## src/hw/core_pkg.sv

```systemverilog
package core_pkg;

    localparam int unsigned xlen = 32;
    localparam logic [xlen-1:0] reset_pc = '0;

    // ====================
    // major opcodes
    // ====================
    localparam logic [6:0] opc_op     = 7'b0110011;
    localparam logic [6:0] opc_op_imm = 7'b0010011;
    localparam logic [6:0] opc_lui    = 7'b0110111;
    localparam logic [6:0] opc_branch = 7'b1100011;
    localparam logic [6:0] opc_jal    = 7'b1101111;

    typedef enum logic [3:0] {
        alu_add,
        alu_sub,
        alu_and,
        alu_or,
        alu_xor,
        alu_slt,
        alu_sltu,
        alu_sll,
        alu_srl,
        alu_sra,
        alu_pass_b
    } alu_op_e;

    // ====================
    // pipeline packets
    // ====================
    typedef struct packed {
        logic            valid;
        logic [xlen-1:0] pc;
        logic [31:0]     instr;
    } fetch_pkt_t;

    typedef struct packed {
        logic            valid;
        logic            illegal;
        logic [xlen-1:0] pc;
        logic [4:0]      rd;
        logic            we;
        alu_op_e         alu_op;
        logic [xlen-1:0] op_a;
        // immediate or rs2, already selected
        logic [xlen-1:0] op_b;
        logic [xlen-1:0] rs2_val;
        logic            is_branch;
        logic            branch_ne;
        logic            is_jal;
        logic [xlen-1:0] imm;
    } dec_pkt_t;

    typedef struct packed {
        logic [xlen-1:0] alu_res;
        logic            taken;
        logic [xlen-1:0] target;
    } exec_res_t;

    typedef struct packed {
        logic            valid;
        logic            illegal;
        logic [xlen-1:0] pc;
        logic [4:0]      rd;
        logic            we;
        logic [xlen-1:0] data;
    } retire_t;

endpackage

```

## src/hw/fetch_unit.sv

```systemverilog
module fetch_unit import core_pkg::*; (
    input  logic            clk,
    input  logic            rst_n_i,
    input  logic            redirect_valid_i,
    input  logic [xlen-1:0] redirect_pc_i,
    output logic            wb_cyc_o,
    output logic            wb_stb_o,
    output logic            wb_we_o,
    output logic [xlen-1:0] wb_adr_o,
    input  logic [31:0]     wb_dat_i,
    input  logic            wb_ack_i,
    output fetch_pkt_t      fetch_o
);

    logic            cyc_q;
    logic            discard_q;
    logic [xlen-1:0] pc_q;
    // target held while a stale request drains
    logic [xlen-1:0] pend_pc_q;
    fetch_pkt_t      fetch_q;

    always_ff @(posedge clk or negedge rst_n_i) begin
        if (!rst_n_i) begin
            cyc_q     <= 1'b0;
            discard_q <= 1'b0;
            pc_q      <= reset_pc;
            pend_pc_q <= reset_pc;
            fetch_q   <= '0;
        end else begin
            fetch_q.valid <= 1'b0;
            if (!cyc_q) begin
                // first request after reset
                cyc_q <= 1'b1;
            end else if (wb_ack_i) begin
                discard_q <= 1'b0;
                if (redirect_valid_i) begin
                    pc_q <= redirect_pc_i;
                end else if (discard_q) begin
                    pc_q <= pend_pc_q;
                end else begin
                    pc_q          <= pc_q + xlen'(4);
                    fetch_q.valid <= 1'b1;
                    fetch_q.pc    <= pc_q;
                    fetch_q.instr <= wb_dat_i;
                end
            end else if (redirect_valid_i) begin
                // request in flight, let it finish and drop the data
                discard_q <= 1'b1;
                pend_pc_q <= redirect_pc_i;
            end
        end
    end

    assign wb_cyc_o = cyc_q;
    assign wb_stb_o = cyc_q;
    assign wb_we_o  = 1'b0;
    assign wb_adr_o = pc_q;
    assign fetch_o  = fetch_q;

    // strobe and address held through wait states
    assert property (@(posedge clk) disable iff (!rst_n_i)
        wb_stb_o && !wb_ack_i |=> wb_stb_o && $stable(wb_adr_o));

    assert property (@(posedge clk) disable iff (!rst_n_i) wb_cyc_o |-> !wb_we_o);

endmodule

```

## src/hw/decoder.sv

```systemverilog
module decoder import core_pkg::*; (
    input  logic            clk,
    input  logic            rst_n_i,
    input  fetch_pkt_t      fetch_i,
    input  logic            flush_i,
    output logic [4:0]      rs1_addr_o,
    output logic [4:0]      rs2_addr_o,
    input  logic [xlen-1:0] rs1_data_i,
    input  logic [xlen-1:0] rs2_data_i,
    output dec_pkt_t        dec_o
);

    logic [31:0]     instr;
    logic [6:0]      opcode;
    logic [2:0]      funct3;
    logic [6:0]      funct7;
    logic [xlen-1:0] imm_i;
    logic [xlen-1:0] imm_b;
    logic [xlen-1:0] imm_j;
    logic [xlen-1:0] imm_u;
    dec_pkt_t        dec_d;
    dec_pkt_t        dec_q;

    assign instr  = fetch_i.instr;
    assign opcode = instr[6:0];
    assign funct3 = instr[14:12];
    assign funct7 = instr[31:25];

    assign rs1_addr_o = instr[19:15];
    assign rs2_addr_o = instr[24:20];

    // ====================
    // immediates
    // ====================
    assign imm_i = {{20{instr[31]}}, instr[31:20]};
    assign imm_b = {{19{instr[31]}}, instr[31], instr[7], instr[30:25], instr[11:8], 1'b0};
    assign imm_j = {{11{instr[31]}}, instr[31], instr[19:12], instr[20], instr[30:21], 1'b0};
    assign imm_u = {instr[31:12], 12'b0};

    always_comb begin
        dec_d         = '0;
        dec_d.valid   = fetch_i.valid && !flush_i;
        dec_d.pc      = fetch_i.pc;
        dec_d.rd      = instr[11:7];
        dec_d.op_a    = rs1_data_i;
        dec_d.op_b    = rs2_data_i;
        dec_d.rs2_val = rs2_data_i;
        dec_d.alu_op  = alu_add;
        dec_d.imm     = imm_i;
        case (opcode)
            opc_op: begin
                dec_d.we = 1'b1;
                case (funct3)
                    3'b000:  dec_d.alu_op = funct7[5] ? alu_sub : alu_add;
                    3'b001:  dec_d.alu_op = alu_sll;
                    3'b010:  dec_d.alu_op = alu_slt;
                    3'b011:  dec_d.alu_op = alu_sltu;
                    3'b100:  dec_d.alu_op = alu_xor;
                    3'b101:  dec_d.alu_op = funct7[5] ? alu_sra : alu_srl;
                    3'b110:  dec_d.alu_op = alu_or;
                    default: dec_d.alu_op = alu_and;
                endcase
                // only sub and sra may set bit 30
                if ((funct7 & 7'b1011111) != 7'b0) begin
                    dec_d.illegal = 1'b1;
                end
                if (funct7[5] && funct3 != 3'b000 && funct3 != 3'b101) begin
                    dec_d.illegal = 1'b1;
                end
            end
            opc_op_imm: begin
                dec_d.we   = 1'b1;
                dec_d.op_b = imm_i;
                case (funct3)
                    3'b000:  dec_d.alu_op = alu_add;
                    3'b001:  dec_d.alu_op = alu_sll;
                    3'b010:  dec_d.alu_op = alu_slt;
                    3'b011:  dec_d.alu_op = alu_sltu;
                    3'b100:  dec_d.alu_op = alu_xor;
                    3'b101:  dec_d.alu_op = funct7[5] ? alu_sra : alu_srl;
                    3'b110:  dec_d.alu_op = alu_or;
                    default: dec_d.alu_op = alu_and;
                endcase
                if (funct3 == 3'b001 && funct7 != 7'b0) begin
                    dec_d.illegal = 1'b1;
                end
                if (funct3 == 3'b101 && (funct7 & 7'b1011111) != 7'b0) begin
                    dec_d.illegal = 1'b1;
                end
            end
            opc_lui: begin
                dec_d.we     = 1'b1;
                dec_d.imm    = imm_u;
                dec_d.op_b   = imm_u;
                dec_d.alu_op = alu_pass_b;
            end
            opc_branch: begin
                dec_d.is_branch = 1'b1;
                dec_d.branch_ne = funct3[0];
                dec_d.imm       = imm_b;
                if (funct3[2:1] != 2'b00) begin
                    dec_d.illegal = 1'b1;
                end
            end
            opc_jal: begin
                dec_d.we     = 1'b1;
                dec_d.is_jal = 1'b1;
                dec_d.imm    = imm_j;
            end
            default: dec_d.illegal = 1'b1;
        endcase
        // illegal words must neither write nor redirect
        if (dec_d.illegal) begin
            dec_d.we        = 1'b0;
            dec_d.is_branch = 1'b0;
            dec_d.is_jal    = 1'b0;
        end
    end

    always_ff @(posedge clk or negedge rst_n_i) begin
        if (!rst_n_i) begin
            dec_q <= '0;
        end else begin
            dec_q <= dec_d;
        end
    end

    assign dec_o = dec_q;

    assert property (@(posedge clk) disable iff (!rst_n_i) dec_o.illegal |-> !dec_o.we);

endmodule

```

## src/hw/regfile.sv

```systemverilog
module regfile import core_pkg::*; (
    input  logic            clk,
    input  logic            rst_n_i,
    input  logic [4:0]      rs1_addr_i,
    input  logic [4:0]      rs2_addr_i,
    output logic [xlen-1:0] rs1_data_o,
    output logic [xlen-1:0] rs2_data_o,
    input  logic            wr_en_i,
    input  logic [4:0]      wr_addr_i,
    input  logic [xlen-1:0] wr_data_i
);

    // x0 has no storage
    logic [xlen-1:0] regs_q [31:1];

    always_ff @(posedge clk or negedge rst_n_i) begin
        if (!rst_n_i) begin
            for (int i = 1; i < 32; i++) begin
                regs_q[i] <= '0;
            end
        end else if (wr_en_i && wr_addr_i != 5'd0) begin
            regs_q[wr_addr_i] <= wr_data_i;
        end
    end

    // write-through so decode sees the result retiring this cycle
    function automatic logic [xlen-1:0] read_port(input logic [4:0] addr);
        logic [xlen-1:0] data;
        if (addr == 5'd0) begin
            data = '0;
        end else if (wr_en_i && wr_addr_i == addr) begin
            data = wr_data_i;
        end else begin
            data = regs_q[addr];
        end
        return data;
    endfunction

    always_comb begin
        rs1_data_o = read_port(rs1_addr_i);
        rs2_data_o = read_port(rs2_addr_i);
    end

endmodule

```

## src/hw/alu.sv

```systemverilog
module alu import core_pkg::*; (
    input  alu_op_e         op_i,
    input  logic [xlen-1:0] a_i,
    input  logic [xlen-1:0] b_i,
    output logic [xlen-1:0] result_o
);

    logic [4:0] shamt;

    assign shamt = b_i[4:0];

    always_comb begin
        case (op_i)
            alu_add:    result_o = a_i + b_i;
            alu_sub:    result_o = a_i - b_i;
            alu_and:    result_o = a_i & b_i;
            alu_or:     result_o = a_i | b_i;
            alu_xor:    result_o = a_i ^ b_i;
            alu_slt:    result_o = xlen'($signed(a_i) < $signed(b_i));
            alu_sltu:   result_o = xlen'(a_i < b_i);
            alu_sll:    result_o = a_i << shamt;
            alu_srl:    result_o = a_i >> shamt;
            // arithmetic shift keeps the sign
            alu_sra:    result_o = $unsigned($signed(a_i) >>> shamt);
            // lui
            alu_pass_b: result_o = b_i;
            default:    result_o = '0;
        endcase
    end

endmodule

```

## src/hw/branch_unit.sv

```systemverilog
module branch_unit import core_pkg::*; (
    input  dec_pkt_t        dec_i,
    output logic            taken_o,
    output logic [xlen-1:0] target_o
);

    logic equal;
    logic cond_met;

    // beq and bne share one comparator
    assign equal    = dec_i.op_a == dec_i.rs2_val;
    assign cond_met = dec_i.branch_ne ? !equal : equal;

    // jal always jumps
    assign taken_o  = dec_i.is_jal || (dec_i.is_branch && cond_met);
    assign target_o = dec_i.pc + dec_i.imm;

endmodule

```

## src/hw/retire_unit.sv

```systemverilog
module retire_unit import core_pkg::*; (
    input  logic            clk,
    input  logic            rst_n_i,
    input  dec_pkt_t        dec_i,
    input  logic [xlen-1:0] alu_res_i,
    input  logic            taken_i,
    input  logic [xlen-1:0] target_i,
    output logic            rf_wr_en_o,
    output logic [4:0]      rf_wr_addr_o,
    output logic [xlen-1:0] rf_wr_data_o,
    output logic            redirect_valid_o,
    output logic [xlen-1:0] redirect_pc_o,
    output retire_t         retire_o
);

    logic [xlen-1:0] wb_data;
    retire_t         retire_q;

    // link value for jal
    assign wb_data = dec_i.is_jal ? dec_i.pc + xlen'(4) : alu_res_i;

    // ====================
    // writeback
    // ====================
    assign rf_wr_en_o   = dec_i.valid && dec_i.we && !dec_i.illegal && dec_i.rd != 5'd0;
    assign rf_wr_addr_o = dec_i.rd;
    assign rf_wr_data_o = wb_data;

    assign redirect_valid_o = dec_i.valid && taken_i;
    assign redirect_pc_o    = target_i;

    always_ff @(posedge clk or negedge rst_n_i) begin
        if (!rst_n_i) begin
            retire_q <= '0;
        end else begin
            retire_q.valid   <= dec_i.valid;
            retire_q.illegal <= dec_i.illegal;
            retire_q.pc      <= dec_i.pc;
            retire_q.rd      <= dec_i.rd;
            retire_q.we      <= rf_wr_en_o;
            retire_q.data    <= wb_data;
        end
    end

    assign retire_o = retire_q;

    // redirect comes from a real instruction, and the slot behind it is flushed
    assert property (@(posedge clk) disable iff (!rst_n_i)
        redirect_valid_o |-> dec_i.valid ##1 !dec_i.valid);

endmodule

```

## src/hw/core_top.sv

```systemverilog
module core_top import core_pkg::*; (
    input  logic            clk,
    input  logic            rst_n_i,
    output logic            wb_cyc_o,
    output logic            wb_stb_o,
    output logic            wb_we_o,
    output logic [xlen-1:0] wb_adr_o,
    input  logic [31:0]     wb_dat_i,
    input  logic            wb_ack_i,
    output retire_t         retire_o
);

    fetch_pkt_t      fetch_pkt;
    dec_pkt_t        dec_pkt;
    exec_res_t       exec_res;
    logic [4:0]      rs1_addr;
    logic [4:0]      rs2_addr;
    logic [xlen-1:0] rs1_data;
    logic [xlen-1:0] rs2_data;
    logic            rf_wr_en;
    logic [4:0]      rf_wr_addr;
    logic [xlen-1:0] rf_wr_data;
    logic            redirect_valid;
    logic [xlen-1:0] redirect_pc;

    // ====================
    // fetch and decode
    // ====================
    fetch_unit fetch_unit_i (
        .clk              (clk),
        .rst_n_i          (rst_n_i),
        .redirect_valid_i (redirect_valid),
        .redirect_pc_i    (redirect_pc),
        .wb_cyc_o         (wb_cyc_o),
        .wb_stb_o         (wb_stb_o),
        .wb_we_o          (wb_we_o),
        .wb_adr_o         (wb_adr_o),
        .wb_dat_i         (wb_dat_i),
        .wb_ack_i         (wb_ack_i),
        .fetch_o          (fetch_pkt)
    );

    decoder decoder_i (
        .clk        (clk),
        .rst_n_i    (rst_n_i),
        .fetch_i    (fetch_pkt),
        .flush_i    (redirect_valid),
        .rs1_addr_o (rs1_addr),
        .rs2_addr_o (rs2_addr),
        .rs1_data_i (rs1_data),
        .rs2_data_i (rs2_data),
        .dec_o      (dec_pkt)
    );

    regfile regfile_i (
        .clk        (clk),
        .rst_n_i    (rst_n_i),
        .rs1_addr_i (rs1_addr),
        .rs2_addr_i (rs2_addr),
        .rs1_data_o (rs1_data),
        .rs2_data_o (rs2_data),
        .wr_en_i    (rf_wr_en),
        .wr_addr_i  (rf_wr_addr),
        .wr_data_i  (rf_wr_data)
    );

    // ====================
    // execute and retire
    // ====================
    alu alu_i (
        .op_i     (dec_pkt.alu_op),
        .a_i      (dec_pkt.op_a),
        .b_i      (dec_pkt.op_b),
        .result_o (exec_res.alu_res)
    );

    branch_unit branch_unit_i (
        .dec_i    (dec_pkt),
        .taken_o  (exec_res.taken),
        .target_o (exec_res.target)
    );

    retire_unit retire_unit_i (
        .clk              (clk),
        .rst_n_i          (rst_n_i),
        .dec_i            (dec_pkt),
        .alu_res_i        (exec_res.alu_res),
        .taken_i          (exec_res.taken),
        .target_i         (exec_res.target),
        .rf_wr_en_o       (rf_wr_en),
        .rf_wr_addr_o     (rf_wr_addr),
        .rf_wr_data_o     (rf_wr_data),
        .redirect_valid_o (redirect_valid),
        .redirect_pc_o    (redirect_pc),
        .retire_o         (retire_o)
    );

endmodule

```

## config.mk

```make
export PLATFORM = sky130hd
export DESIGN_NAME = core_top
export DESIGN_NICKNAME = d
export VERILOG_FILES = /design/src/hw/core_pkg.sv /design/src/hw/fetch_unit.sv /design/src/hw/decoder.sv /design/src/hw/regfile.sv /design/src/hw/alu.sv /design/src/hw/branch_unit.sv /design/src/hw/retire_unit.sv /design/src/hw/core_top.sv
export SDC_FILE = /design/constraint.sdc
export NUM_CORES = 2
export LEC_CHECK = 0
export BUFFER_PORTS_ARGS = -buffer_cell sky130_fd_sc_hd__buf_2
export CAP_MARGIN = 20
export CORE_AREA = 2 2 378 380
export CTS_CLUSTER_DIAMETER = 100
export DETAILED_ROUTE_END_ITERATION = 16
export DIE_AREA = 0 0 380 382
export PLACE_DENSITY_LB_ADDON = 0.3
export SLEW_MARGIN = 20
export SYNTH_ARGS = -nofsm -noshare
export SYNTH_HDL_FRONTEND = slang
export SYNTH_SLANG_ARGS = --single-unit
```

## constraint.sdc

```tcl
create_clock -name clk -period 9.8 [get_ports clk]
set_clock_uncertainty 0.1 [all_clocks]
set_input_delay 0.49 -clock clk [delete_from_list [all_inputs] [get_ports clk]]
set_output_delay 0.49 -clock clk [all_outputs]
set_load 0.02 [all_outputs]
```

==> reports/results.ini <==
[outcome]
status=finished clean

[floorplanning]
die_height_um=382
initial_core_util_pct=54.8
dieArea_sq_mm=0.145
die_w_um=380
ios=142
core-area_sq_mm=0.141
rows=138

[power]
p_per_area_mw_per_mm2=158
p_leak_nw=36.7
ir_worst_vdd_v=0.000133

[layout]
postLayoutCoreUtil_pct=60.2
fin_nets=7186
drive_gt1_share_pct=22.0
area_growth_pct=9.85
final_area_sq_mm=0.0848

[timing]
rsz0062_at_grt=false
slew_violations=0
worst_pin_slew_ns=1.20
period_share_pct=56.8
fin_ws_ns=4.24
setup_viol=0
hold_violations=0
tns_ns=0
fmax_mhz=180
fin_crit_ns=5.56
relSlewSlack_pct=19.9

[detailed_routing]
drt_iter0_markers=7740
wire_per_inst_um=31.1
num_vias=61500
drt-pass1-iter-count=5
finalWirelength_um=280000
drt.antenna.violating_nets=0
viasPerCell=6.82
drc=0

[placement]
dpl_cell_area_sq_mm=0.0796
gp_congestion=1.05
dp_hpwl_um=180000
numPortBuffers=140
pre_cts_ws_ns=4.38

[clocking]
numCtsBuffers=148
clock_sinks=1370
max-clock-path-buffers=3
clk_latency_ns=0.80
root_buffer=clkbuf_16
cts_tree=built
post-cts-setup-buffers=0
clk_pin_slew_ns=0.06
htree_levels=4

[hold_path]
hp-class=in2reg
hold-path-cell-count=4

[worst_setup_path]
cp.arrival_ns=6.14
cp-start-kind=flip-flop
cp.required_ns=10.38
endpoint_kind=flip-flop
slowest_stage=dfrtp_2
cpMostUsedCell=a211oi_1
path_cells=inv_2, fa_1, nand3b_1, a211oi_1, o211ai_1, a21oi_1, nor2_1, o41ai_1, a31oi_1, a211oi_1, a22oi_2, buf_4, mux2_2
r2r_cells=13
crit_type=reg2reg
cp_slowest_stage_delay_ns=0.88
cp_max_fo=35

[synthesis]
synth_cells=7172
synth_commonest_cells=1370 x dfrtp_1, 1242 x nand2_1, 641 x mux4_2, 600 x o21ai_0, 508 x clkbuf_1
synth_top_area_share_pct=44.4
synth_top_area_cell=dfrtp_1
synth-warning-count=0
synth_area_leaders=dfrtp_1 44%, mux4_2 19%, nand2_1 6.0%
yosysMostFrequentCell=dfrtp_1
syn-num-nets=7347
synth_edf_count=0
synth_flop_cell=dfrtp_1
ys_seq_elements=1370
ys_seq_area_share_pct=44.4
synthArstFlopShare_pct=100
synth_area_sq_mm=0.0772
synth.distinct_cells=99
synth.avg_cell_area_sq_um=10.8

[job]
maxCapViolCount=0

[global_route]
grt_max_degree=184
grt_pass1_vias=60800
grt_usage_pct=38.7
grt_pass1_wl_um=412000
grt_overflow_total=0
antenna_found_initial=9

-- flip-flops by register name, indices dropped and copies added (netlist names) --
signal                  flops
fetch_unit_i.discard_q      1
fetch_unit_i.wb_adr_o      32
fetch_unit_i.wb_cyc_o       1
retire_unit_i.retire_o     72
fetch_unit_i.fetch_o       65
decoder_i.dec_o           175
regfile_i.regs_q          992
fetch_unit_i.pend_pc_q     32
-- worst paths after layout --
kind                       slack [ns]                   endpoint                      from
setup / recovery                 4.24      regfile_i.regs_q[734]       decoder_i.dec_o[68]
hold / removal                   0.18  fetch_unit_i.wb_adr_o[31]                  wb_ack_i
hold reg to reg                  0.27       decoder_i.dec_o[143]  fetch_unit_i.fetch_o[34]
min in group asynchronous        0.22      fetch_unit_i.wb_cyc_o                   rst_n_i
max in group asynchronous        6.91      regfile_i.regs_q[688]                   rst_n_i
setup reg to reg                 4.24      regfile_i.regs_q[734]       decoder_i.dec_o[68]
-- logic make-up (layout without fill, tap and decap cells) --
kind of cell	Yosys count	count (layout)	synth area share, %
AOI/OAI and AO/OA	1771	1771	13.5
xor gates and xnor gates	127	127	1.44
adders and majority gates	140	140	2.30
buffers and inverters	803	756	4.09
DFF	1370	1370	44.4
muxes	985	985	23.6
other	2	5	0.00972
and+or+nand+nor	1974	1974	10.7
-- area by class of cell --
cell class,count,area [sq um]
sequential,1370,34300
clock inverter,55,742
antenna,3,7.51
tap,1890,2360
clock buffer,209,4190
fill,11300,56000
inverter,154,578
multi-input combinational,4999,40200
timing repair buffer,338,2420
-- power by group --
part / switching, W / internal [W] / leakage [nW]
registers: 0.000274 / 0.00577 / 18.9
logic: 0.00104 / 0.000578 / 15.4
clock network: 0.00242 / 0.00330 / 2.42
total: 0.00373 / 0.00965 / 36.7
-- timing repair --
item                                   in CTS  in global routing
hold buffers                               33                  0
resized for setup                           0                  0
endpoints found under the hold margin     195                  0
-- cells in the final DEF, fill, tap and decap left out, drive strengths merged, types with 20 or more instances in the layout --
cell type / count
nand3: 63
nor2b: 30
a21oi: 264
o211ai: 21
a221oi: 23
a22o: 83
ha: 137
clkbuf: 209
nor3: 72
o31ai: 24
inv: 165
a22oi: 28
mux2: 264
dfrtp: 1370
buf: 305
mux4: 641
and2: 29
dlygate4sd3: 33
o21a: 20
nor2: 363
xor2: 40
and3: 23
mux2i: 80
o21ai: 1037
a221o: 26
a21o: 47
nand2: 1242
nor4: 20
nand2b: 31
a211oi: 26
xnor2: 87
nand4: 34
clkinv: 31
-- metrics by stage --
stage	power, W	cells	hold slack [ns]
after detailed placement	0.00773	8718	0.259
final	0.0134	9018	0.181
after floorplan	0.00705	7172	0.0944
after global placement	0.00771	8718	0.255
after CTS	0.0134	9015	0.143
after global routing	0.0138	9015	0.187
-- worst max-delay path: cells and delay by family, from the launching register on --
kind | cells | cell delay [ns]
AOI/OAI and AO/OA | 7 | 2.49
DFF | 1 | 0.88
and+or+nand+nor | 2 | 0.36
adders and majority gates | 1 | 0.55
muxes | 1 | 0.36
buffers and inverters | 2 | 0.61
-- layer usage --
| layer | wire [um] | vias up | part of all wire [%] | global-route usage, % |
|---|---|---|---|---|
| met4 | 15000 | 6 | 5.4 | 18.2 |
| met2 | 125000 | 3658 | 45 | 57.9 |
| met3 | 30200 | 793 | 11 | 9.89 |
| met1 | 110000 | 31300 | 39 | 53.4 |
| li1 | - | 25800 | - | - |
| met5 | 36 | - | 0.013 | 0 |
Note: power is estimated with default switching activity, not from simulation.
